--- config.mk ---
export PLATFORM = sky130hd
export DESIGN_NAME = mm_test_ctrl_flat
export DESIGN_NICKNAME = d
export VERILOG_FILES = /design/src/design/mm_ram_pkg.sv /design/src/design/periph_bus_if.sv /design/src/design/mm_test_ctrl.sv /design/src/flat_wrapper.sv
export SDC_FILE = /design/constraint.sdc
export NUM_CORES = 1
export LEC_CHECK = 0
export BUFFER_PORTS_ARGS = -buffer_cell sky130_fd_sc_hd__clkbuf_2
export CORE_UTILIZATION = 42
export DETAILED_ROUTE_END_ITERATION = 16
export PLACE_DENSITY = 0.78
export SLEW_MARGIN = 20
export SYNTH_ARGS = -nofsm -noshare
export SYNTH_HDL_FRONTEND = slang
export SYNTH_SLANG_ARGS = --single-unit
--- constraint.sdc ---
create_clock -name clk_i -period 2.5 [get_ports clk_i]
set_input_delay 0.125 -clock clk_i [delete_from_list [all_inputs] [get_ports clk_i]]
set_output_delay 0.125 -clock clk_i [all_outputs]
set_load 0.05 [all_outputs]
--- src/design/mm_ram_pkg.sv ---
// address map, test codes, bus word types and controller enums for the RAM subsystem
`default_nettype none

package mm_ram_pkg;

    // a data or address word on the bus
    typedef logic [31:0] word_t;

    // one enable bit per byte lane of a word
    typedef logic [3:0] be_t;

    // byte address width of the RAM, 4 KiB in total
    localparam int unsigned RAM_ADDR_WIDTH = 12;

    // width of a word index into the RAM
    localparam int unsigned RAM_IDX_WIDTH = RAM_ADDR_WIDTH - 2;

    // depth of the RAM in words
    localparam int unsigned RAM_WORDS = 2 ** RAM_IDX_WIDTH;

    // the timer count register
    localparam word_t TIMER_ADDR = 32'h1500_0000;

    // status register of the test control block
    localparam word_t STATUS_ADDR = 32'h2000_0000;

    // exit register, one word above the status register
    localparam word_t EXIT_ADDR = 32'h2000_0004;

    // status values written by the program under test
    localparam word_t TEST_PASS_CODE = 32'd123456789;
    localparam word_t TEST_FAIL_CODE = 32'd1;

    // read data returned when nothing answers at an address
    localparam word_t UNMAPPED_RDATA = 32'hdead_beef;

    // slave selected by the address decoder
    typedef enum logic [1:0] {
        TGT_RAM,
        TGT_TIMER,
        TGT_TEST,
        TGT_NONE
    } target_e;

    // states of the request controller
    typedef enum logic [1:0] {
        // no response due this cycle
        ST_IDLE,
        // response for last cycle's grant goes out
        ST_RESP,
        // exit seen, nothing more is granted
        ST_HALT
    } ctrl_state_e;

endpackage : mm_ram_pkg

`default_nettype wire

--- src/design/periph_bus_if.sv ---
// periph_bus_if, a slave bus with same-edge request and registered read data
`timescale 1ns/10ps
`default_nettype none

interface periph_bus_if;

    // request strobe, one cycle per transfer
    logic req;

    // write when high, read when low
    logic we;

    // byte lanes taking part in a write
    mm_ram_pkg::be_t be;

    // word offset inside the slave's range
    mm_ram_pkg::word_t addr;

    mm_ram_pkg::word_t wdata;

    // read data, valid the cycle after a read request
    mm_ram_pkg::word_t rdata;

    // the controller side drives the request fields
    modport master (
        output req,
        output we,
        output be,
        output addr,
        output wdata,
        input  rdata
    );

    // the slave acts on req at the clock edge and answers with rdata
    modport slave (
        input  req,
        input  we,
        input  be,
        input  addr,
        input  wdata,
        output rdata
    );

endinterface : periph_bus_if

`default_nettype wire

--- src/design/mm_test_ctrl.sv ---
// mm_test_ctrl, sticky pass and fail flags plus the exit value register
`timescale 1ns/10ps
`default_nettype none

module mm_test_ctrl (
    input  wire logic         clk_i,
    input  wire logic         reset_i,
    periph_bus_if.slave       bus,
    output logic              tests_passed_o,
    output logic              tests_failed_o,
    output mm_ram_pkg::word_t exit_value_o,
    output logic              exit_valid_o
);

    logic status_wr;
    logic exit_wr;

    // offset 0 is the status register, offset 1 the exit register
    assign status_wr = bus.req && bus.we && (bus.addr[0] == 1'b0);
    assign exit_wr   = bus.req && bus.we && (bus.addr[0] == 1'b1);

    // flags only ever set, status values other than the two codes are ignored
    always_ff @(posedge clk_i) begin
        if (reset_i) begin
            tests_passed_o <= 1'b0;
            tests_failed_o <= 1'b0;
        end else if (status_wr) begin
            if (bus.wdata == mm_ram_pkg::TEST_PASS_CODE) begin
                tests_passed_o <= 1'b1;
            end else if (bus.wdata == mm_ram_pkg::TEST_FAIL_CODE) begin
                tests_failed_o <= 1'b1;
            end
        end
    end

    always_ff @(posedge clk_i) begin
        if (reset_i) begin
            exit_valid_o <= 1'b0;
            exit_value_o <= '0;
        end else if (exit_wr) begin
            exit_valid_o <= 1'b1;
            exit_value_o <= bus.wdata;
        end
    end

    // both offsets read back the exit value
    always_ff @(posedge clk_i) begin
        if (bus.req && !bus.we) begin
            bus.rdata <= exit_value_o;
        end
    end

endmodule : mm_test_ctrl

`default_nettype wire

--- src/flat_wrapper.sv ---
// flat-port wrapper written by rule: the top's interface ports become plain ports
module mm_test_ctrl_flat 
  (clk_i, reset_i, tests_passed_o, tests_failed_o, exit_value_o, exit_valid_o, bus_req, bus_we, bus_be, bus_addr, bus_wdata, bus_rdata);
  periph_bus_if bus_i ();
  input  wire logic clk_i;
  input  wire logic reset_i;
  output logic tests_passed_o;
  output logic tests_failed_o;
  output mm_ram_pkg::word_t exit_value_o;
  output logic exit_valid_o;
  input wire logic [$bits(bus_i.req)-1:0] bus_req;
  input wire logic [$bits(bus_i.we)-1:0] bus_we;
  input wire logic [$bits(bus_i.be)-1:0] bus_be;
  input wire logic [$bits(bus_i.addr)-1:0] bus_addr;
  input wire logic [$bits(bus_i.wdata)-1:0] bus_wdata;
  output wire logic [$bits(bus_i.rdata)-1:0] bus_rdata;
  assign bus_i.req = bus_req;
  assign bus_i.we = bus_we;
  assign bus_i.be = bus_be;
  assign bus_i.addr = bus_addr;
  assign bus_i.wdata = bus_wdata;
  assign bus_rdata = bus_i.rdata;
  mm_test_ctrl u_core (.clk_i(clk_i), .reset_i(reset_i), .bus(bus_i), .tests_passed_o(tests_passed_o), .tests_failed_o(tests_failed_o), .exit_value_o(exit_value_o), .exit_valid_o(exit_valid_o));
endmodule
== After elaboration in Yosys (flattened, before gate mapping) ==
Index checks and enable logic that the tools add are counted.
W data, S select, Z words.

* Logic and storage cells: 16
* Flip-flop bits (word level): 67
* Output and inout port bits: 67
* Input port bits: 72

* Equality and inequality tests: 2
* Reductions and logical operators: 7
* Bitwise operators: 2

{| class="wikitable"
|+ Operator list
! cell !! number
|-
| $eq A32 B1 Y1 const B || 1
|-
| $eq A32 B27 Y1 const B || 1
|-
| $logic_and A1 B1 Y1 || 4
|-
| $reduce_and A3 Y1 || 1
|-
| $not A1 Y1 || 2
|-
| $reduce_and A2 Y1 || 1
|-
| $logic_not A1 Y1 || 1
|}

== Depth between registers and ports, before layout ==
Gate-level depths: netlist (run 1).

* Depth in word-level cells: 3
* Depth in mapped cells: 5
* Mapped depth without buffers: 3

== Worst setup path before layout (run 1) ==
No wires, ideal clock.

* Kind: input port to flip-flop
* Start point: input bus_we
* End point: register u_core.bus.rdata[0], enable pin
* Data required time: 2.075 ns
* Data arrival time: 1.577 ns
* Setup time: 0.425 ns
* Slack: 0.497 ns
* Stages on the path: 1
* Path buffers: 0
* Cell sequence: nor2b_1

* Cells in the longest elaborated chain, start to end: 2

{| class="wikitable"
|+ Ends and longest elaborated chain
! item !! RTL line !! source
|-
| start, declared || flat_wrapper.sv:12 || <nowiki>input wire logic [$bits(bus_i.we)-1:0] bus_we;</nowiki>
|-
| $logic_not A1 Y1 || mm_test_ctrl.sv:48 || <nowiki>if (bus.req && !bus.we) begin</nowiki>
|-
| $logic_and A1 B1 Y1 || mm_test_ctrl.sv:48 ||
|-
| end signal, assigned || mm_test_ctrl.sv:49 || <nowiki>bus.rdata <= exit_value_o;</nowiki>
|-
| end, declared || periph_bus_if.sv:41 || <nowiki>output rdata</nowiki>
|}

Every way passes these cells.
A chain may end at the register's enable or synchronous reset.

== Worst setup path after layout (run 1) ==
* Start point: register u_core.exit_value_o[4]
* End point: output exit_value_o[4]

{| class="wikitable"
|+ RTL lines
! item !! RTL line !! source
|-
| start, declared || mm_test_ctrl.sv:11 || <nowiki>output mm_ram_pkg::word_t exit_value_o,</nowiki>
|-
| start signal, assigned || mm_test_ctrl.sv:42 || <nowiki>exit_value_o <= bus.wdata;</nowiki>
|-
| end, declared || flat_wrapper.sv:9 || <nowiki>output mm_ram_pkg::word_t exit_value_o;</nowiki>
|}

No word-level cell between the ends.

==> results of run 1 <==
-- cells in the final DEF (no fill, tap or decap) --
cell      synthesis  layout
nand2_1          64      64
inv_1             2       2
nor4b_1           1       1
nor2_1            2       2
nand4_2           1       1
o32ai_1           1       1
clkbuf_1          8       1
and3_1            1       1
a21oi_1          32      32
clkinv_2          0       1
nand3_1           3       3
clkbuf_8          0      14
nor3_1            2       2
nor2b_4           0       1
clkbuf_2          0     103
nor4_1            6       6
or4_1             1       1
dfxtp_1          35      35
edfxtp_1         32      32
o32ai_2           1       1
nand4_1           4       4
buf_4             0       3
-- synth_stat cells (all sizes together) --
| cell | count |
|---|---|
| a21oi | 32 |
| and3 | 1 |
| buf | 3 |
| clkbuf | 8 |
| dfxtp | 35 |
| edfxtp | 32 |
| inv | 2 |
| nand2 | 64 |
| nand3 | 3 |
| nand4 | 5 |
| nor2 | 2 |
| nor2b | 1 |
| nor3 | 2 |
| nor4 | 6 |
| nor4b | 1 |
| o32ai | 2 |
| or4 | 1 |
-- layout make-up --
class | count | area (um^2)
repair buffers | 106 | 538
well taps | 70 | 87.6
multi-input cells | 120 | 569
clock inverters | 1 | 5.00
fillers | 455 | 2110
inverters | 2 | 7.51
clock buffers | 15 | 196
flip-flops and latches | 67 | 1660
-- metal layers --
metal / up-vias / global-route usage / share of wire / routed length (um)
met2: 73 / 0.281 / 0.49 / 2510
met5: - / 0 / 0 / 0
met3: 6 / 0.0437 / 0.057 / 293
met1: 811 / 0.250 / 0.45 / 2300
met4: 0 / 0.105 / 0.011 / 59
li1: 916 / - / - / -
-- flip-flops by register name, indices dropped and copies added (netlist names) --
name / flops
u_core.tests_passed_o: 1
u_core.exit_valid_o: 1
u_core.tests_failed_o: 1
u_core.bus.rdata: 32
u_core.exit_value_o: 32
-- per-stage QoR --
stage	instance area (um^2)	worst slack (ps)	hold slack (ps)
after detailed placement	2860	1080	369
after floorplan	2280	497	261
after global routing	3070	1310	32.9
after global placement	2860	1120	363
after CTS	3070	1340	12.2
final	3070	1360	27.1
-- power by group through the flow --
stage	clock network, mW	logic (mW)	registers, mW
finish	0.876	0.277	1.21
global route	0.929	0.296	1.21
CTS	0.893	0.279	1.21
detailed placement	0	0.279	1.23
global placement	0	0.276	1.23
floorplan	0	0.0500	1.37
-- cells by family (layout without fill, tap and decap cells) --
family                 after synthesis  after routing  synth area share
flip-flops                          67             67             0.730
buffers and inverters               13            124            0.0231
AND/OR/NAND/NOR                     86             86             0.165
AO/OA/AOI/OAI                       34             34            0.0814
-- path summary, 6_finish.rpt --
check / from / cells after the start / endpoint / slack (ps)
worst max-delay path: u_core.exit_value_o[4] / 1 / exit_value_o[4] / 1360
worst max register to register: u_core.exit_value_o[4] / 2 / u_core.exit_value_o[4] / 1810
worst min register to register: u_core.exit_value_o[0] / 0 / u_core.bus.rdata[0] / 450
worst min-delay path: bus_wdata[13] / 3 / u_core.exit_value_o[13] / 30
==> results.ini, run 1 <==
[timing]
worst_pin_slew_ps=916
slew_violations=0
fin_crit_ps=1140
rsz0062_at_grt=no
relSlewSlack=0.388
max_freq_ghz=0.878
fin_tns_setup_ps=0
setup_viol=0
fin_crit_sh=0.456
hold_viol=0
fin_skew_ps=7.72

[global_route]
grt_util_all_layers=0.187
grt_first_pass_wirelength_mm=7.51
grt_max_degree=36
antenna_found_initial=0
grt_pass1_vias=1604
grt_overflow=0

[clocking]
clk_root_buffer_cell=clkbuf_8
cts.clk_slew.worst_paths_ps=70
cts_buffer_depth=2
cts_resized=0
cts_inserted_buffers=9
cts_hold_buf=0
cts_setup_buffers=0
clkLatencyLatePin_ps=330
cts_tree=built
cts.sinks=67
htree_num_levels=3

[setup_path]
crit_path_cell_trace=clkbuf_2
crit_family=flip-flops
critPathMaxStageDelay_ps=390
path_class=reg -> out
startpoint_type=flip-flop
arrival_ps=1010
cp_slowest_cell=dfxtp_1
critPathCaptureType=primary output
critPathBufInv=1
cp_data_required_time_ps=2380
path_max_fanout=3

[synthesis]
synth_area_um2=2280
ys_ff_latch=67
synth_top_area_cell=edfxtp_1
yosysSeqAreaShare=0.730
synth_cells=200
ys_types=19
yosysWarnings=0
avgSynthCellArea_um2=11.4
synth.net_count=272
synth_area_leaders=edfxtp_1 42%, dfxtp_1 31%, nand2_1 11%
synth_top_area_share=0.422

[power_and_ir_drop]
ir_drop_uv=404
p_switching_mw=0.613
power_density_nw_per_um2=770
comb_power_share=0.117
p_int_mw=1.75
power_frac_seq=0.511
clkPwrFrac=0.371
leakage_nw=1.28
fin_total_pwr_mw=2.36
power.switching_fraction=0.260

[placed_design]
dp_cells=365
io_buffers=103
place_hpwl_mm=3.64
gp_congestion=0.673

[floorplan]
ioPinCount=139
die_x_um=75.6
die-area_um2=5720
initial_core_util=0.440
die_y_um=75.6
rows=26
core_um2=5170

[finish]
antenna_cells=0
fin_cells=381
utilization=0.593
drive_gt1_frac=0.399
fin_nets=378
area_growth_pct=34.7

[routing]
drc=0
drt_first_iter_violations=92
drt-vias-per-instance=4.74
wl_per_cell_um=13.5
drt-total-wl_mm=5.16
drtAntennaViolNets=0
vias=1806
dr.pass1.iters=4

[run]
drv_cap=0

[worst_hold_path]
hp-class=in -> reg

[run_status]
status=finished, final reports clean

Note: power is estimated with default switching activity, not from simulation.
==> inputs of run 2 (changes only) <==
==> constraint.sdc (replaced) <==
create_clock -name clk_i -period 1.1 [get_ports clk_i]
set_input_delay 0.055 -clock clk_i [delete_from_list [all_inputs] [get_ports clk_i]]
set_output_delay 0.055 -clock clk_i [all_outputs]
set_load 0.05 [all_outputs]
==> results.ini, run 2 (synthesis results as in run 1) <==
[clocking]
cts.clk_slew.worst_paths_ps=60  ; about the same
cts_tree=built
cts_inserted_buffers=9  ; unchanged
clkLatencyLatePin_ps=330  ; about the same
cts_setup_buffers=0  ; unchanged
cts_buffer_depth=2  ; unchanged
clk_root_buffer_cell=clkbuf_8
htree_num_levels=3  ; unchanged
cts.sinks=67  ; unchanged

[floorplan]
initial_core_util=0.440  ; unchanged
die_y_um=75.6  ; unchanged
rows=26  ; unchanged
core_um2=5170  ; unchanged
die-area_um2=5720  ; unchanged
die_x_um=75.6  ; unchanged
ioPinCount=139  ; unchanged

[timing]
fin_ws_ps=38.4  ; -1320 ps
fin_skew_ps=11.6  ; +3.88 ps
fin_crit_sh=0.965
max_freq_ghz=0.942
slew_violations=0  ; unchanged
fin_tns_setup_ps=0  ; unchanged
relSlewSlack=0.743  ; +0.355
worst_pin_slew_ps=386  ; -530 ps
fin_crit_ps=1060
hold_viol=0  ; unchanged
setup_viol=0  ; unchanged

[routing]
vias=2011  ; +11%
wl_per_cell_um=14.0  ; +3.7%
dr.pass1.iters=4  ; unchanged
drc=0  ; unchanged
drtAntennaViolNets=0  ; unchanged
drt-vias-per-instance=4.81  ; +1.5%
drt-total-wl_mm=5.87  ; +14%
drt_first_iter_violations=105  ; +14%

[setup_path]
arrival_ps=1010  ; about the same
cp_slowest_cell=dfxtp_1
crit_path_cell_trace=buf_2
path_class=reg -> out
critPathCaptureType=primary output
critPathMaxStageDelay_ps=390  ; about the same
startpoint_type=flip-flop
path_max_fanout=3  ; unchanged
cp_data_required_time_ps=1040  ; -1340 ps
critPathBufInv=1  ; unchanged
crit_family=flip-flops

[placed_design]
gp_congestion=0.720  ; +7.0%
io_buffers=103  ; unchanged
place_area_um2=2970  ; +3.6%
pre_cts_slack_ps=-71.1  ; -1150 ps
place_hpwl_mm=3.84  ; +5.6%

[power_and_ir_drop]
ir_drop_uv=926  ; +130%
leakage_nw=1.43  ; +12%
power_density_nw_per_um2=1540  ; +100%

[global_route]
antenna_found_initial=0  ; unchanged
grt_overflow=0  ; unchanged
grt_pass1_vias=1828  ; +14%
grt_util_all_layers=0.210  ; +0.0228
grt_first_pass_wirelength_mm=8.52  ; +14%
grt_max_degree=36  ; unchanged

[finish]
antenna_cells=0  ; unchanged
drive_gt1_frac=0.391  ; -0.00791
fin_nets=415  ; +9.8%
mostFrequentLayoutCells=101 x clkbuf_2, 64 x nand2_1, 35 x dfxtp_1, 32 x a21oi_1, 32 x edfxtp_1
reg_top3=u_core.bus.rdata (32), u_core.exit_value_o (32)
area_growth_pct=49.1
stdcell_area_um2=3390  ; +11%
layout_commonest_cell=clkbuf_2

[run]
drv_cap=0  ; unchanged

[worst_hold_path]
hp-class=in -> reg

[run_status]
status=finished, final reports clean

[run 2: cell types whose count changed in the layout (fill, tap and decap cells not counted)]
cell	previous run	this run
dlygate4sd3_1	0	25
buf_4	3	14
clkbuf_8	14	10
buf_2	0	2
clkbuf_1	1	3
clkbuf_2	103	101
clkinv_2	1	3
buf_12	0	1
nor3_1	2	1
nor3_2	0	1
o32ai_1	1	0
o32ai_2	1	2
[run 2: timing repair]
action / CTS / global route
gates resized for setup: 0 / 4
hold buffers: 25 / 0
setup endpoints to repair: 0 / 4
hold endpoints to repair: 25 / 0
[run 2: power breakdown]
part | switching, mW | internal [mW] | total (mW)
Sequential | 0.0437 | 2.70 | 2.75
Combinational | 0.513 | 0.230 | 0.743
Clock | 0.855 | 0.871 | 1.73
Total | 1.41 | 3.80 | 5.22
[run 2: worst reg2reg max path: stages, from the launching register on]
cell and delay, ps:
dfxtp_1 370, nand2_1 80, a21oi_1 160
[run 2: per-layer routing]
layer  vias to the layer above  part of all wire  track usage
met5                         -                 0            0
met3                         4             0.064       0.0450
met4                         0            0.0068        0.119
met2                        76              0.52        0.344
li1                        990                 -            -
met1                       941              0.41        0.257
[run 2: through the flow]
stage               hold slack [ps]  total power, mW  utilization  instances
detailed placement              298             3.47        0.574        377
finish                         36.0             5.22        0.656        418
global placement                294             3.45        0.574        377
global route                   64.0             5.39        0.656        418
CTS                            10.4             5.24        0.654        418
floorplan                       191             3.22            -        200
[run 2: cell type report]
class,instances,area [um^2]
Fill cell,412,1780
Sequential cell,67,1660
Timing Repair Buffer,143,891
Multi-Input combinational cell,120,582
Clock buffer,13,149
Tap cell,70,87.6
Clock inverter,3,15.0
Inverter,2,7.51
[run 2: worst paths after layout]
check,cells past startpoint,end,startpoint,slack [ps]
min reg2reg,0,u_core.bus.rdata[28],u_core.exit_value_o[28],450
max reg2reg,2,u_core.exit_value_o[17],u_core.exit_value_o[17],410
max,1,exit_value_o[4],u_core.exit_value_o[4],40
min,3,u_core.exit_value_o[8],bus_wdata[8],40
==> inputs of run 3 (changes only) <==
--- a/config.mk
+++ b/config.mk
@@ -8,7 +8,7 @@
 export BUFFER_PORTS_ARGS = -buffer_cell sky130_fd_sc_hd__clkbuf_2
 export CORE_UTILIZATION = 42
 export DETAILED_ROUTE_END_ITERATION = 16
-export PLACE_DENSITY = 0.78
+export PLACE_DENSITY = 0.87
 export SLEW_MARGIN = 20
 export SYNTH_ARGS = -nofsm -noshare
 export SYNTH_HDL_FRONTEND = slang
==> results.ini, run 3 (synthesis results as in run 1) <==
[clocking]
cts_tree=built
htree_num_levels=3  ; unchanged
cts.sinks=67  ; unchanged
clk_root_buffer_cell=clkbuf_8
cts.clk_slew.worst_paths_ps=70  ; about the same
cts_buffer_depth=2  ; unchanged
clkLatencyLatePin_ps=320  ; about the same
cts_inserted_buffers=9  ; unchanged

[setup_path]
arrival_ps=1000  ; about the same
cp_slowest_cell=dfxtp_1
crit_path_cell_trace=clkbuf_2
critPathCapture=exit_value_o[30]
path_depth=1  ; unchanged
startpoint_type=flip-flop
path_max_fanout=3  ; unchanged
worst-r2r-setup-slack_ps=420  ; about the same
path_class=reg -> out
critPathCaptureType=primary output
critPathMaxStageDelay_ps=380  ; about the same
crit_family=flip-flops
critPathBufInv=1  ; unchanged
r2r_cells=2  ; unchanged
reg2reg_from=u_core.exit_value_o[17]
cp_data_required_time_ps=1040  ; about the same
reg2reg_to=u_core.exit_value_o[17]
crit_start=u_core.exit_value_o[30]

[finish]
antenna_cells=0  ; unchanged
reg_top3=u_core.bus.rdata (32), u_core.exit_value_o (32)
seq_area_um2=1660  ; unchanged
mostFrequentLayoutCells=100 x clkbuf_2, 64 x nand2_1, 35 x dfxtp_1, 32 x a21oi_1, 32 x edfxtp_1
layout_commonest_cell=clkbuf_2
drive_gt1_frac=0.384  ; -0.00685
fillers=390  ; -5.3%
fin_nets=416  ; +0.24%
multiInputGateArea_um2=569  ; -2.2%
utilization=0.664  ; +0.00847
area_growth_pct=51.0

[global_route]
grt_util_all_layers=0.214  ; +0.00458
grt_overflow=0  ; unchanged
antenna_found_initial=0  ; unchanged
grt_max_degree=36  ; unchanged
grt_first_pass_wirelength_mm=8.79  ; +3.2%
grt_pass1_vias=1876  ; +2.6%

[power_and_ir_drop]
ir_drop_uv=1040  ; +13%
power_density_nw_per_um2=1610  ; +4.5%
leakage_nw=1.45  ; +1.3%
fin_total_pwr_mw=5.52  ; +5.8%

[placed_design]
place_hpwl_mm=3.87  ; +0.62%
gp_congestion=0.720  ; -0.11%
io_buffers=103  ; unchanged

[timing]
fin_tns_setup_ps=0  ; unchanged
setup_viol=0  ; unchanged
relSlewSlack=0.749  ; +0.00578
slew_violations=0  ; unchanged
fin_crit_sh=0.955  ; -0.00987
max_freq_ghz=0.952  ; +1.0%
hold_viol=0  ; unchanged
fin_crit_ps=1050  ; -10.9 ps
worst_pin_slew_ps=373  ; -12.1 ps
fin_skew_ps=6.71  ; -4.90 ps
rsz0062_at_grt=no

[floorplan]
initial_core_util=0.440  ; unchanged
rows=26  ; unchanged
die_x_um=75.6  ; unchanged
ioPinCount=139  ; unchanged
die_y_um=75.6  ; unchanged
die-area_um2=5720  ; unchanged
core_um2=5170  ; unchanged

[routing]
drtAntennaViolNets=0  ; unchanged
vias=2020  ; +0.45%
drt-total-wl_mm=5.74  ; -2.2%
drt-vias-per-instance=4.82  ; +0.21%
wl_per_cell_um=13.7  ; -2.5%
drc=0  ; unchanged
drt_first_iter_violations=57  ; -46%
dr.pass1.iters=4  ; unchanged

[run]
drv_cap=0  ; unchanged

[run_status]
status=finished, final reports clean

[worst_hold_path]
hp-class=in -> reg

run 3: area by class of cell:
class                           count  area share
Inverter                            2     0.00218
Clock buffer                       14      0.0473
Sequential cell                    67       0.483
Multi-Input combinational cell    120       0.166
Tap cell                           70      0.0255
Clock inverter                      2      0.0102
Timing Repair Buffer              144       0.266
run 3: report_power, final:
| group | total [mW] | switching (mW) | leakage [nW] | internal [mW] |
|---|---|---|---|---|
| clock network | 2.03 | 0.853 | 0.101 | 1.17 |
| registers | 2.75 | 0.0431 | 0.590 | 2.70 |
| logic | 0.748 | 0.513 | 0.758 | 0.235 |
run 3: metal layers:
metal  global-route usage  routed length, um  up-vias  share of wire
li1                     -                  -      985              -
met1                0.257               2300      940           0.40
met2                0.373               3030       84           0.53
met3               0.0463                287       11          0.050
met4               0.0905                111        0          0.019
met5                    0                  0        -              0
run 3: what timing repair did:
item                                    4_1_cts  5_1_grt
hold endpoints to repair                     26        0
hold buffers                                 26        0
setup buffers                                 0        0
endpoints found under the setup margin        0        3
resized for setup                             0        3
run 3: worst min path at each step:
stage	startpoint	endpoint	depth (start not counted)
2_1_floorplan	bus_wdata[19]	u_core.exit_value_o[19]	2
3_3_place_gp	bus_wdata[23]	u_core.exit_value_o[23]	3
3_5_place_dp	bus_wdata[13]	u_core.exit_value_o[13]	3
4_1_cts	bus_wdata[20]	u_core.tests_failed_o	4
5_1_grt	bus_wdata[20]	u_core.tests_failed_o	4
6_report	bus_wdata[20]	u_core.tests_failed_o	4
run 3: per-stage QoR:
stage	hold slack [ps]	instances	instance area [um^2]	worst slack [ps]
after global placement	291	377	2980	-180
after floorplan	191	200	2280	119
after CTS	68.3	419	3440	9.57
after detailed placement	301	377	2980	-168
final	81.9	419	3440	49.2
after global routing	92.7	419	3440	4.51
