$ cat src/design/mm_ram_pkg.sv
// address map, test codes, bus word types and controller enums for the RAM subsystem
`default_nettype none

package mm_ram_pkg;

    // a data or address word on the bus
    typedef logic [31:0] word_t;

    // one enable bit per byte lane of a word
    typedef logic [3:0] be_t;

    // byte address width of the RAM, 4 KiB in total
    localparam int unsigned RAM_ADDR_WIDTH = 12;

    // width of a word index into the RAM
    localparam int unsigned RAM_IDX_WIDTH = RAM_ADDR_WIDTH - 2;

    // depth of the RAM in words
    localparam int unsigned RAM_WORDS = 2 ** RAM_IDX_WIDTH;

    // the timer count register
    localparam word_t TIMER_ADDR = 32'h1500_0000;

    // status register of the test control block
    localparam word_t STATUS_ADDR = 32'h2000_0000;

    // exit register, one word above the status register
    localparam word_t EXIT_ADDR = 32'h2000_0004;

    // status values written by the program under test
    localparam word_t TEST_PASS_CODE = 32'd123456789;
    localparam word_t TEST_FAIL_CODE = 32'd1;

    // read data returned when nothing answers at an address
    localparam word_t UNMAPPED_RDATA = 32'hdead_beef;

    // slave selected by the address decoder
    typedef enum logic [1:0] {
        TGT_RAM,
        TGT_TIMER,
        TGT_TEST,
        TGT_NONE
    } target_e;

    // states of the request controller
    typedef enum logic [1:0] {
        // no response due this cycle
        ST_IDLE,
        // response for last cycle's grant goes out
        ST_RESP,
        // exit seen, nothing more is granted
        ST_HALT
    } ctrl_state_e;

endpackage : mm_ram_pkg

`default_nettype wire

$ cat src/design/periph_bus_if.sv
// periph_bus_if, a slave bus with same-edge request and registered read data
`timescale 1ns/10ps
`default_nettype none

interface periph_bus_if;

    // request strobe, one cycle per transfer
    logic req;

    // write when high, read when low
    logic we;

    // byte lanes taking part in a write
    mm_ram_pkg::be_t be;

    // word offset inside the slave's range
    mm_ram_pkg::word_t addr;

    mm_ram_pkg::word_t wdata;

    // read data, valid the cycle after a read request
    mm_ram_pkg::word_t rdata;

    // the controller side drives the request fields
    modport master (
        output req,
        output we,
        output be,
        output addr,
        output wdata,
        input  rdata
    );

    // the slave acts on req at the clock edge and answers with rdata
    modport slave (
        input  req,
        input  we,
        input  be,
        input  addr,
        input  wdata,
        output rdata
    );

endinterface : periph_bus_if

`default_nettype wire

$ cat src/design/mm_timer.sv
// mm_timer, count-down timer with readable count and an acknowledged timer interrupt
`timescale 1ns/10ps
`default_nettype none

module mm_timer (
    input  wire logic     clk_i,
    input  wire logic     reset_i,
    periph_bus_if.slave   bus,
    input  wire logic     irq_ack_i,
    output logic          irq_timer_o
);

    mm_ram_pkg::word_t count_q;
    logic              irq_q;
    logic              expire;

    // the step from 1 down to 0 is the timeout event
    assign expire = (count_q == 32'd1) && !(bus.req && bus.we);

    // a write reloads the count, a zero stops it without an interrupt
    always_ff @(posedge clk_i) begin
        if (reset_i) begin
            count_q <= '0;
        end else if (bus.req && bus.we) begin
            count_q <= bus.wdata;
        end else if (count_q != '0) begin
            count_q <= count_q - 32'd1;
        end
    end

    // a fresh timeout wins over an acknowledge in the same cycle
    always_ff @(posedge clk_i) begin
        if (reset_i) begin
            irq_q <= 1'b0;
        end else if (expire) begin
            irq_q <= 1'b1;
        end else if (irq_ack_i) begin
            irq_q <= 1'b0;
        end
    end

    assign irq_timer_o = irq_q;

    // reads see the count as it stands in the request cycle
    always_ff @(posedge clk_i) begin
        if (bus.req && !bus.we) begin
            bus.rdata <= count_q;
        end
    end

    // partial writes to the count register make no sense to software
    a_full_word_write: assert property (@(posedge clk_i) disable iff (reset_i)
        (bus.req && bus.we) |-> (bus.be == 4'hf));

endmodule : mm_timer

`default_nettype wire

$ cat src/flat_wrapper.sv
// flat-port wrapper written by rule: the top's interface ports become plain ports
module mm_timer_flat 
  (clk_i, reset_i, irq_ack_i, irq_timer_o, bus_req, bus_we, bus_be, bus_addr, bus_wdata, bus_rdata);
  periph_bus_if bus_i ();
  input  wire logic clk_i;
  input  wire logic reset_i;
  input  wire logic irq_ack_i;
  output logic irq_timer_o;
  input wire logic [$bits(bus_i.req)-1:0] bus_req;
  input wire logic [$bits(bus_i.we)-1:0] bus_we;
  input wire logic [$bits(bus_i.be)-1:0] bus_be;
  input wire logic [$bits(bus_i.addr)-1:0] bus_addr;
  input wire logic [$bits(bus_i.wdata)-1:0] bus_wdata;
  output wire logic [$bits(bus_i.rdata)-1:0] bus_rdata;
  assign bus_i.req = bus_req;
  assign bus_i.we = bus_we;
  assign bus_i.be = bus_be;
  assign bus_i.addr = bus_addr;
  assign bus_i.wdata = bus_wdata;
  assign bus_rdata = bus_i.rdata;
  mm_timer u_core (.clk_i(clk_i), .reset_i(reset_i), .bus(bus_i), .irq_ack_i(irq_ack_i), .irq_timer_o(irq_timer_o));
endmodule
$ cat config.mk
export PLATFORM = sky130hd
export DESIGN_NAME = mm_timer_flat
export DESIGN_NICKNAME = d
export VERILOG_FILES = /design/src/design/mm_ram_pkg.sv /design/src/design/periph_bus_if.sv /design/src/design/mm_timer.sv /design/src/flat_wrapper.sv
export SDC_FILE = /design/constraint.sdc
export NUM_CORES = 1
export LEC_CHECK = 0
export BUFFER_PORTS_ARGS = -buffer_cell sky130_fd_sc_hd__buf_2
export CAP_MARGIN = 0
export CORE_MARGIN = 3
export CORE_UTILIZATION = 45
export DETAILED_ROUTE_END_ITERATION = 8
export PLACE_DENSITY = 0.76
export SYNTH_ARGS = -nofsm -noshare
export SYNTH_HDL_FRONTEND = slang
export SYNTH_SLANG_ARGS = --single-unit
$ cat constraint.sdc
create_clock -name clk_i -period 2.45 [get_ports clk_i]
set_clock_uncertainty 0.2 [all_clocks]
set_input_delay 0.49 -clock clk_i [delete_from_list [all_inputs] [get_ports clk_i]]
set_output_delay 0.49 -clock clk_i [all_outputs]
set_load 0.02 [all_outputs]
# Word level (Yosys, flattened, before mapping)
# Cells that the tools add are included.
[op_classes] eq_ne=1 reduce_logical=8 addsub=1 muxes=4
[op_table] operator="$mux 32" count=2
[op_table] operator="$eq 32x1->1 const B" count=1
[op_table] operator="$reduce_bool 32->1" count=1
[op_table] operator="$sub 32x1->32 const B" count=1
[op_table] operator="$reduce_bool 2->1" count=2
[op_table] operator="$logic_and 1x1->1" count=3
[op_table] operator="$logic_not 1->1" count=2
[op_table] operator="$mux 1" count=2
[totals] out_inout_bits=33 wordCells=17 reg_bits=65

# Logic depth before layout (Yosys ltp)
# Gate-level depths: netlist of run 1.
[logic_depth] depth_word=4 mapped_depth=9 mapped_depth_nobuf=6

# Worst setup path after synthesis of run 1
# OpenSTA, ideal clock, no wires.
[synth_path] path_kind="input -> register" from="in bus_we" to="reg u_core.bus.rdata[0] (enable)" setup_time_ns=0.425 stages=1 t_arrival_ns=1.942 n_path_buf=0 slack_ns=-0.118 required_time_ns=1.825 cell_sequence="nor2b_1"
[synth_via] elab_chain_cells=2
[synth_rtl] element="start: declaration" line="flat_wrapper.sv:10" rtl="input wire logic [$bits(bus_i.we)-1:0] bus_we;"
[synth_rtl] element="$logic_not 1->1" line="mm_timer.sv:46" rtl="if (bus.req && !bus.we) begin"
[synth_rtl] element="$logic_and 1x1->1" line="mm_timer.sv:46"
[synth_rtl] element="end signal: assignment" line="mm_timer.sv:47" rtl="bus.rdata <= count_q;"
[synth_rtl] element="end: declaration" line="periph_bus_if.sv:41" rtl="output rdata"
# Every way passes these cells.
# A chain may end at the register's enable or synchronous reset.

# Worst setup path after layout of run 1
[layout_path] from="reg u_core.count_q[1]" to="reg u_core.count_q[5]"
[layout_via] elab_chain_cells=3 word_cells_on_any_way=5 cone_classes="1 x add/sub; 2 x mux; 2 x reduce/logical"
[layout_rtl] element="start: declaration" line="mm_timer.sv:13" rtl="mm_ram_pkg::word_t count_q;"
[layout_rtl] element="start signal: assignment" line="mm_timer.sv:25" rtl="count_q <= bus.wdata;"
[layout_rtl] element="start signal: assignment" line="mm_timer.sv:27" rtl="count_q <= count_q - 32'd1;"
[layout_rtl] element="$sub 32x1->32" line="mm_timer.sv:27"
[layout_rtl] element="$mux 32" line="mm_timer.sv:26" rtl="end else if (count_q != '0) begin"
[layout_rtl] element="$mux 32" line="mm_timer.sv:24" rtl="end else if (bus.req && bus.we) begin"
# Several ways; a longest one is shown, not always the timed one. The select of a mux whose other input is x is not followed.

==> metrics, run 1 <==
outcome completed; number of antenna violations at the first check in global routing 0; largest net degree at the start of global routing 33; Hold Vio Cnt, Final 0; final period utilization 95.5%; antenna cells 0; fin crit period 2.34 ns; Starting Density 47.8%; Routed WL per cell 15.4 microns; dpl cells 418; Hold Crit Start bus_wdata[8]; vias in the first global route 2337; Die Y 86.7 microns; Slew @ Worst Pin 0.414 ns; HPWL after DPL 4850 microns; io pins 106; routability-driven placement congestion ratio 0.845; fin util 60.4%; CTS sink cnt 65; Critical Path Stages 7; CP Cell Sequence inv_1, ha_1, and4b_1, and3_1, buf_4, or4_2, a31oi_1; TNS Setup 0 ns; Clock Path Buffers 2; Power Total 0.00293 W; Async SR Flop Fraction 0%; First DRT Iteration DRCs 97; Area contributors post-synth edfxtp_1 (33%), dfxtp_1 (23%), xnor2_1 (4.8%), a211oi_1 (4.4%), nor2_1 (3.2%); final non-filler cell total 435; CTS tree yes; global route overflow 0; CP top delay family simple AND/OR/NAND/NOR gates; endpoint class of the critical path flop; fmax 427 MHz; Total GRT Usage 18.8%; Syn-to-layout area delta 26.3%; R2R cell count 7; global-route wire length before repair 10900 microns; number of library cell types mapped by synthesis 49; Worst Path Max Fanout 16; Static Leakage 1.47 nW; EDFF count, synth 32; slowest CP cell or4_2; syn_nets 341; Setup CP Type flop to flop; Max stage delay on crit path 0.63 ns; First-pass DRT Iterations 4; crit path DAT 2.41 ns; FP Rows 28; #FFs+latches synth 65; H-tree depth 3; setup repair after global routing missed its margin false; CP Capture Point u_core.count_q[5]; Max transition margin 72.1%; Fin Hold WS 0.168 ns; biggest area consumer among synthesized cells edfxtp_1; DIE AREA 7520 sq um; Via density 5.55; Crit path required time 2.52 ns; Reg2Reg Setup Slack 0.11 ns; Setup crit start u_core.count_q[1]; Slew Limit Fails 0; Worst-path clk slew 0.07 ns; Final ANT Viol Nets 0; fin nets 430; Clock Latency Late Sink 0.34 ns; RR Startpoint u_core.count_q[1]; residual DRC count 0; reg2reg end u_core.count_q[5]; synthesized cell area 2930 sq um; PD cells 792 nW/um^2; Seq/Total Area, Yosys 55.3%; peak supply drop 0.000443 V; total CTS buffers 9; Ys Warns 0; IO buf count 69; Post-synth top flop dfxtp_1; root buf cell clkbuf_8; share of layout cells above drive strength 1 34.4%; drt total wl 6690 microns; Post-Synthesis Cells 266; Buf/Inv on CP 2; Final setup viols 0; max-cap viol count 0; Die W 86.7 microns; mean post-synth cell area 11.0 sq um; type of origin of the critical path flop; routed via count 2413; worst hold path class primary input to flop; share of the synthesized area in the top cell type 32.8%; Core Region 6130 sq um
## report_power, final
| group | switching, W | internal, W | leakage (nW) |
|---|---|---|---|
| combinational | 0.000324 | 0.000258 | 0.776 |
| clock | 0.000407 | 0.000625 | 0.115 |
| sequential | 0.0000776 | 0.00124 | 0.582 |
## metrics by stage
stage | instance area, sq um | worst slack, ns
6_report | 3700 | 0.110
5_1_grt | 3700 | 0.00900
4_1_cts | 3690 | 0.0192
3_5_place_dp | 3460 | 0.0626
3_3_place_gp | 3460 | 0.124
2_1_floorplan | 2940 | 0.112
## synthesized netlist by cell type, types with 5 or more instances
| cell type | n |
|---|---|
| a211oi_1 | 17 |
| a21oi_1 | 9 |
| clkbuf_1 | 9 |
| dfxtp_1 | 33 |
| edfxtp_1 | 32 |
| nand2_1 | 9 |
| nand3_1 | 7 |
| nor2_1 | 25 |
| nor3_1 | 8 |
| nor4_1 | 14 |
| o21ai_0 | 9 |
| o31ai_1 | 5 |
| xnor2_1 | 16 |
| xor2_1 | 5 |
## what timing repair did
action,4_1_cts,5_1_grt
setup endpoints to repair,0,4
resized for setup,0,3
hold buffers,0,0
buffers inserted,0,1
## layout make-up
cell class / count / area, sq um
Multi-Input combinational cell: 183 / 1210
Fill cell: 508 / 2430
Timing Repair Buffer: 92 / 531
Inverter: 4 / 15.0
Tap cell: 75 / 93.8
Clock inverter: 5 / 77.6
Clock buffer: 11 / 151
Sequential cell: 65 / 1630
## routing by layer
| metal | vias to the layer above | global-route usage, % | routed length, microns |
|---|---|---|---|
| met3 | 13 | 3.14 | 281 |
| met2 | 70 | 29.9 | 3110 |
| met4 | 0 | 9.92 | 157 |
| met1 | 1124 | 24.5 | 3140 |
| met5 | - | 0 | 0 |
| li1 | 1206 | - | - |
## how the worst min path moves through the flow
| stage | to | cells past startpoint |
|---|---|---|
| 6_report | u_core.count_q[8] | 2 |
| 5_1_grt | u_core.count_q[10] | 2 |
| 4_1_cts | u_core.count_q[10] | 2 |
| 3_5_place_dp | u_core.irq_timer_o | 2 |
| 3_3_place_gp | u_core.irq_timer_o | 2 |
| 2_1_floorplan | u_core.bus.rdata[30] | 0 |
## worst register-to-register path, delay by kind of cell, from the launching register on
kind / cells / cell delay [ns]
and+or+nand+nor: 3 / 1.04
DFF: 1 / 0.38
adders and majority gates: 1 / 0.21
AOI/OAI and AO/OA: 1 / 0.17
buffers and inverters: 2 / 0.28
## cell families after synthesis
group	after synthesis	synth area share, %
DFF	65	55.3
muxes	1	0.341
AOI/OAI and AO/OA	60	14.7
buffers and inverters	18	3.54
adders and majority gates	2	0.853
and+or+nand+nor	99	19.0
xor gates and xnor gates	21	6.27
## state kept, by name, summed over array words and instances, names as in the netlist
| name | cells |
|---|---|
| u_core.irq_timer_o | 1 |
| u_core.bus.rdata | 32 |
| u_core.count_q | 32 |
## placed cells by master (no fill, tap or decap), types with 2 or more instances in the layout
master,netlist,routed
o21ai_0,9,9
nor2_1,25,25
and4_1,2,2
or4_1,4,4
nand4_1,4,4
edfxtp_1,32,32
a21o_1,2,2
o31a_2,2,2
xor2_1,5,5
nand2_1,9,9
o21a_1,2,2
o31ai_1,5,5
and2_1,2,2
a22o_1,2,2
clkbuf_8,0,11
bufinv_16,0,2
a31oi_1,4,4
nor3_1,8,8
xnor2_1,16,16
a311oi_1,4,4
o41ai_1,2,2
a21oi_1,9,9
buf_2,1,69
and3_1,4,4
nor4b_1,2,2
clkinv_2,0,2
buf_4,1,22
dfxtp_1,33,32
or3_1,2,2
or4_2,2,2
nand3_1,7,7
a211oi_1,17,17
or2_2,4,4
ha_1,2,2
inv_1,4,4
nor4_1,14,14
Note: power is estimated with default switching activity, not from simulation.
==> inputs of run 2 (changes only) <==
--- a/config.mk
+++ b/config.mk
@@ -8,7 +8,7 @@
 export BUFFER_PORTS_ARGS = -buffer_cell sky130_fd_sc_hd__buf_2
 export CAP_MARGIN = 0
 export CORE_MARGIN = 3
-export CORE_UTILIZATION = 45
+export CORE_UTILIZATION = 47
 export DETAILED_ROUTE_END_ITERATION = 8
 export PLACE_DENSITY = 0.76
 export SYNTH_ARGS = -nofsm -noshare
==> constraint.sdc (replaced) <==
create_clock -name clk_i -period 2.4 [get_ports clk_i]
set_clock_uncertainty 0.2 [all_clocks]
set_input_delay 0.48 -clock clk_i [delete_from_list [all_inputs] [get_ports clk_i]]
set_output_delay 0.48 -clock clk_i [all_outputs]
set_load 0.02 [all_outputs]
==> metrics, run 2 (synthesis results as in run 1) <==
Static Leakage 1.48 nW (+0.54%); Slew Limit Fails 0 (unchanged); Setup CP Type flop to flop; share of layout cells above drive strength 1 34.7% (+0.27 points); global-route wire length before repair 11300 microns (+4.0%); CTS tree yes; Total GRT Usage 19.9% (+1.1 points); global route overflow 0 (unchanged); First DRT Iteration DRCs 132 (+36%); Clock Path Buffers 2 (unchanged); worst hold path class primary input to flop; Routed WL per cell 16.0 microns (+3.9%); IO buf count 69 (unchanged); # hold bufs at CTS 0 (unchanged); fin crit period 2.31 ns (-0.0328 ns); root buf cell clkbuf_8; CTS sink cnt 65 (unchanged); io pins 106 (unchanged); total CTS buffers 9 (unchanged); setup repair after global routing missed its margin false; Final setup viols 0 (unchanged); routed via count 2465 (+2.2%); Via density 5.63 (+1.5%); DIE AREA 7220 sq um (-4.0%); antenna cells 0 (unchanged); Clock Latency Late Sink 0.34 ns (about the same); endpoint class of the critical path flop; vias in the first global route 2379 (+1.8%); Die W 85.0 microns (-2.0%); Slew @ Worst Pin 0.453 ns (+0.0393 ns); fmax 433 MHz (+1.4%); Hold Vio Cnt, Final 0 (unchanged); First-pass DRT Iterations 4 (unchanged); Starting Density 49.0% (+1.1 points); routability-driven placement congestion ratio 0.825 (-2.4%); Fin Hold WS 0.163 ns (-0.00525 ns); commonest non-fill, non-tap cell in the layout buf_2; residual DRC count 0 (unchanged); Die Y 85.0 microns (-2.0%); type of origin of the critical path flop; outcome completed; fin nets 433 (+0.70%); Setup Buffers After CTS 0 (unchanged); Max transition margin 69.7% (-2.4 points); final period utilization 96.1% (+0.62 points); max-cap viol count 0 (unchanged); Final ANT Viol Nets 0 (unchanged); slowest CP cell or4_2; Worst Path Max Fanout 8 (-8); Crit path required time 2.47 ns (-0.05 ns); crit path DAT 2.37 ns (-0.04 ns); most frequent cells in the layout buf_2 (69), edfxtp_1 (32), dfxtp_1 (32); peak supply drop 0.000315 V (-29%); Worst-path clk slew 0.07 ns (about the same); number of antenna violations at the first check in global routing 0 (unchanged); FP Rows 28 (unchanged); HPWL after DPL 4940 microns (+1.9%); Syn-to-layout area delta 26.5%; largest net degree at the start of global routing 33 (unchanged); H-tree depth 3 (unchanged); Max stage delay on crit path 0.61 ns (-0.02 ns); PD cells 786 nW/um^2 (-0.65%); CP Cell Sequence inv_1, ha_1, and4b_1, and3_1, buf_4, or4_2, a31oi_1; TNS Setup 0 ns (unchanged); drt total wl 7000 microns (+4.6%); Core Region 5990 sq um (-2.3%)
==> run 2: path summary, 6_finish.rpt <==
path	cells after the start	start	slack [ns]	to
setup / recovery	7	u_core.count_q[1]	0.09	u_core.count_q[5]
hold / removal	2	bus_wdata[8]	0.16	u_core.count_q[8]
setup reg to reg	7	u_core.count_q[1]	0.09	u_core.count_q[5]
hold reg to reg	2	u_core.irq_timer_o	0.27	u_core.irq_timer_o
==> run 2: layout make-up <==
| class | count | area [sq um] |
|---|---|---|
| well taps | 75 | 93.8 |
| clock inverters | 2 | 35.0 |
| flip-flops and latches | 65 | 1620 |
| repair buffers | 95 | 553 |
| clock buffers | 14 | 173 |
| multi-input cells | 183 | 1220 |
| fillers | 483 | 2280 |
| inverters | 4 | 15.0 |
==> run 2: report_power, final <==
group / switching, W / internal [W]
logic: 0.000350 / 0.000270
registers: 0.0000755 / 0.00127
clock network: 0.000391 / 0.000564
total: 0.000816 / 0.00210
==> run 2: what timing repair did <==
action	in CTS	in global routing
gates resized for setup	0	3
setup endpoints to repair	0	5
hold endpoints to repair	0	0
==> run 2: metrics by stage <==
stage                     area [sq um]  setup WS (ns)  utilization, %  total power [W]  std cells
final                             3710         0.0927            61.9          0.00292        438
after global routing              3710         0.0131            61.9          0.00304        438
after CTS                         3700         0.0827            61.8          0.00292        438
after detailed placement          3490          0.112            58.3          0.00197        422
after global placement            3490          0.131            58.3          0.00195        422
after floorplan                   2940         0.0620               -          0.00173        266
==> run 2: per-layer routing <==
metal	global-route usage (%)	vias up	routed length [microns]	share of wire, %
met4	7.91	0	77	1.1
met2	32.2	81	3430	49
met1	25.1	1163	3040	43
li1	-	1211	-	-
met5	0	-	0	0
met3	5.44	10	450	6.4
==> run 2: critical path: cells and delay by family, from the launching register on <==
kind	cells	cell delay [ns]
and+or+nand+nor	3	1.00
DFF	1	0.37
buffers and inverters	2	0.28
adders and majority gates	1	0.20
AOI/OAI and AO/OA	1	0.17
==> inputs of run 3 (changes only) <==
--- a/config.mk
+++ b/config.mk
@@ -7,10 +7,9 @@
 export LEC_CHECK = 0
 export BUFFER_PORTS_ARGS = -buffer_cell sky130_fd_sc_hd__buf_2
 export CAP_MARGIN = 0
-export CORE_MARGIN = 3
-export CORE_UTILIZATION = 47
+export CORE_MARGIN = 4
+export CORE_UTILIZATION = 30
 export DETAILED_ROUTE_END_ITERATION = 8
-export PLACE_DENSITY = 0.76
 export SYNTH_ARGS = -nofsm -noshare
 export SYNTH_HDL_FRONTEND = slang
 export SYNTH_SLANG_ARGS = --single-unit
==> metrics, run 3 (synthesis results as in run 1) <==
Power Total 0.00303 W (+3.9%); P_sw 0.000825 W (+1.1%); Syn-to-layout area delta 32.3%; Final setup viols 0 (unchanged); share of layout cells above drive strength 1 36.1% (+1.4 points); Final ANT Viol Nets 0 (unchanged); Crit path required time 2.48 ns (about the same); Hold Vio Cnt, Final 0 (unchanged); commonest non-fill, non-tap cell in the layout buf_2; global route overflow 0 (unchanged); Die W 107 microns (+26%); largest net degree at the start of global routing 33 (unchanged); Core Region 9370 sq um (+56%); Worst Path Max Fanout 14 (+6); most frequent cells in the layout buf_2 (69), buf_4 (35), edfxtp_1 (32), dfxtp_1 (32), nor2_1 (25); Flop pwr share 43.6% (-2.4 points); Slew Limit Fails 0 (unchanged); CTS sink cnt 65 (unchanged); dpl cells 487 (+15%); Hold Path End u_core.count_q[10]; max-cap viol count 0 (unchanged); Routed WL per cell 15.1 microns (-5.7%); Setup CP Type flop to flop; H-tree depth 3 (unchanged); DIE AREA 11400 sq um (+58%); First-pass DRT Iterations 4 (unchanged); total CTS buffers 9 (unchanged); Total GRT Usage 13.6% (-6.3 points); Hold Crit Start bus_wdata[10]; reg2reg end u_core.count_q[1]; R2R cell count 6 (-1); Final Worst Setup Slack 0.129 ns (+0.0366 ns); Reg2Reg Setup Slack 0.13 ns (+0.04 ns); Setup crit start u_core.count_q[16]; Clock Path Buffers 2 (unchanged); antenna cells 0 (unchanged); Clock Latency Late Sink 0.34 ns (about the same); Place WS 0.0978 ns (-0.0139 ns); RR Startpoint u_core.count_q[16]; TNS Setup 0 ns (unchanged); fin nets 444 (+2.5%); endpoint class of the critical path flop; io pins 106 (unchanged); Setup Buffers After CTS 0 (unchanged); fin crit period 2.27 ns (-0.0366 ns); Die Y 107 microns (+26%); First DRT Iteration DRCs 164 (+24%); IO buf count 69 (unchanged); Clk pwr share 34.4% (+1.7 points); residual DRC count 0 (unchanged); worst hold path class primary input to flop; number of antenna violations at the first check in global routing 0 (unchanged); Power Internal 0.00221 W (+5.1%); CTS tree yes; Via density 4.88 (-13%); routability-driven placement congestion ratio 0.839 (+1.7%); Starting Density 31.3% (-18 points); HPWL after DPL 5490 microns (+11%); vias in the first global route 2365 (-0.59%); global-route wire length before repair 12100 microns (+6.4%); type of origin of the critical path flop; Slew @ Worst Pin 0.567 ns (+0.114 ns); final non-filler cell total 503 (+15%); drt total wl 7580 microns (+8.2%); fmax 440 MHz (+1.6%); combinational share of power 22.0% (+0.7 points); FP Rows 35 (+25%); Static Leakage 1.54 nW (+4.2%); outcome completed; crit path DAT 2.35 ns (-0.02 ns); routed via count 2457 (-0.32%); Worst-path clk slew 0.07 ns (about the same); PD cells 781 nW/um^2 (-0.65%); hold depth 2 (unchanged); switching share of power 27.2% (-0.77 points); setup repair after global routing missed its margin false; root buf cell clkbuf_8; final period utilization 94.6% (-1.5 points); Max transition margin 61.8% (-7.9 points); # hold bufs at CTS 0 (unchanged); peak supply drop 0.000265 V (-16%)
==> run 3: through the flow <==
| step | hold slack (ns) | util (%) | cell area, sq um |
|---|---|---|---|
| floorplan | 0.242 | - | 2940 |
| CTS | 0.148 | 41.4 | 3880 |
| global route | 0.155 | 41.4 | 3880 |
| global placement | 0.257 | 39.0 | 3660 |
| detailed placement | 0.260 | 39.0 | 3660 |
| finish | 0.165 | 41.4 | 3880 |
==> run 3: repair_timing <==
action                                  CTS  global route
hold endpoints to repair                  0             0
gates resized for setup                   0             2
endpoints found under the setup margin    0             3
==> run 3: worst max-delay path by stage <==
stage	to	cells after the start
6_report	u_core.count_q[1]	6
5_1_grt	u_core.count_q[15]	6
4_1_cts	u_core.count_q[15]	7
3_5_place_dp	u_core.count_q[11]	7
3_3_place_gp	u_core.count_q[15]	7
2_1_floorplan	u_core.count_q[11]	8
==> run 3: worst max-delay path: stages (launching register included) <==
cell and delay (ns):
dfxtp_1 0.31, or4_1 0.56, and4bb_2 0.40, and3_1 0.26, buf_12 0.16, mux2i_1 0.20, a21o_1 0.13
==> run 3: area by class of cell <==
cell class / count / area, sq um
Timing Repair Buffer: 106 / 648
Clock inverter: 2 / 60.1
Multi-Input combinational cell: 183 / 1210
Tap cell: 129 / 161
Clock buffer: 14 / 163
Inverter: 4 / 15.0
Sequential cell: 65 / 1620
Fill cell: 922 / 5490
==> run 3: power groups by stage <==
stage                     Sequential (W)  Combinational (W)  Clock, W
after global routing             0.00133           0.000734   0.00111
after global placement           0.00134           0.000654         0
after detailed placement         0.00134           0.000664         0
after CTS                        0.00132           0.000669   0.00108
after floorplan                  0.00140           0.000337         0
final                            0.00132           0.000666   0.00104
==> run 3: per-layer routing <==
| layer | wire [microns] | GRT usage, % | up-vias | part of all wire, % |
|---|---|---|---|---|
| met5 | 0 | 0 | - | 0 |
| met4 | 156 | 6.58 | 0 | 2.1 |
| met3 | 538 | 3.13 | 12 | 7.1 |
| met2 | 3280 | 19.7 | 72 | 43 |
| met1 | 3600 | 18.9 | 1145 | 48 |
| li1 | - | - | 1228 | - |
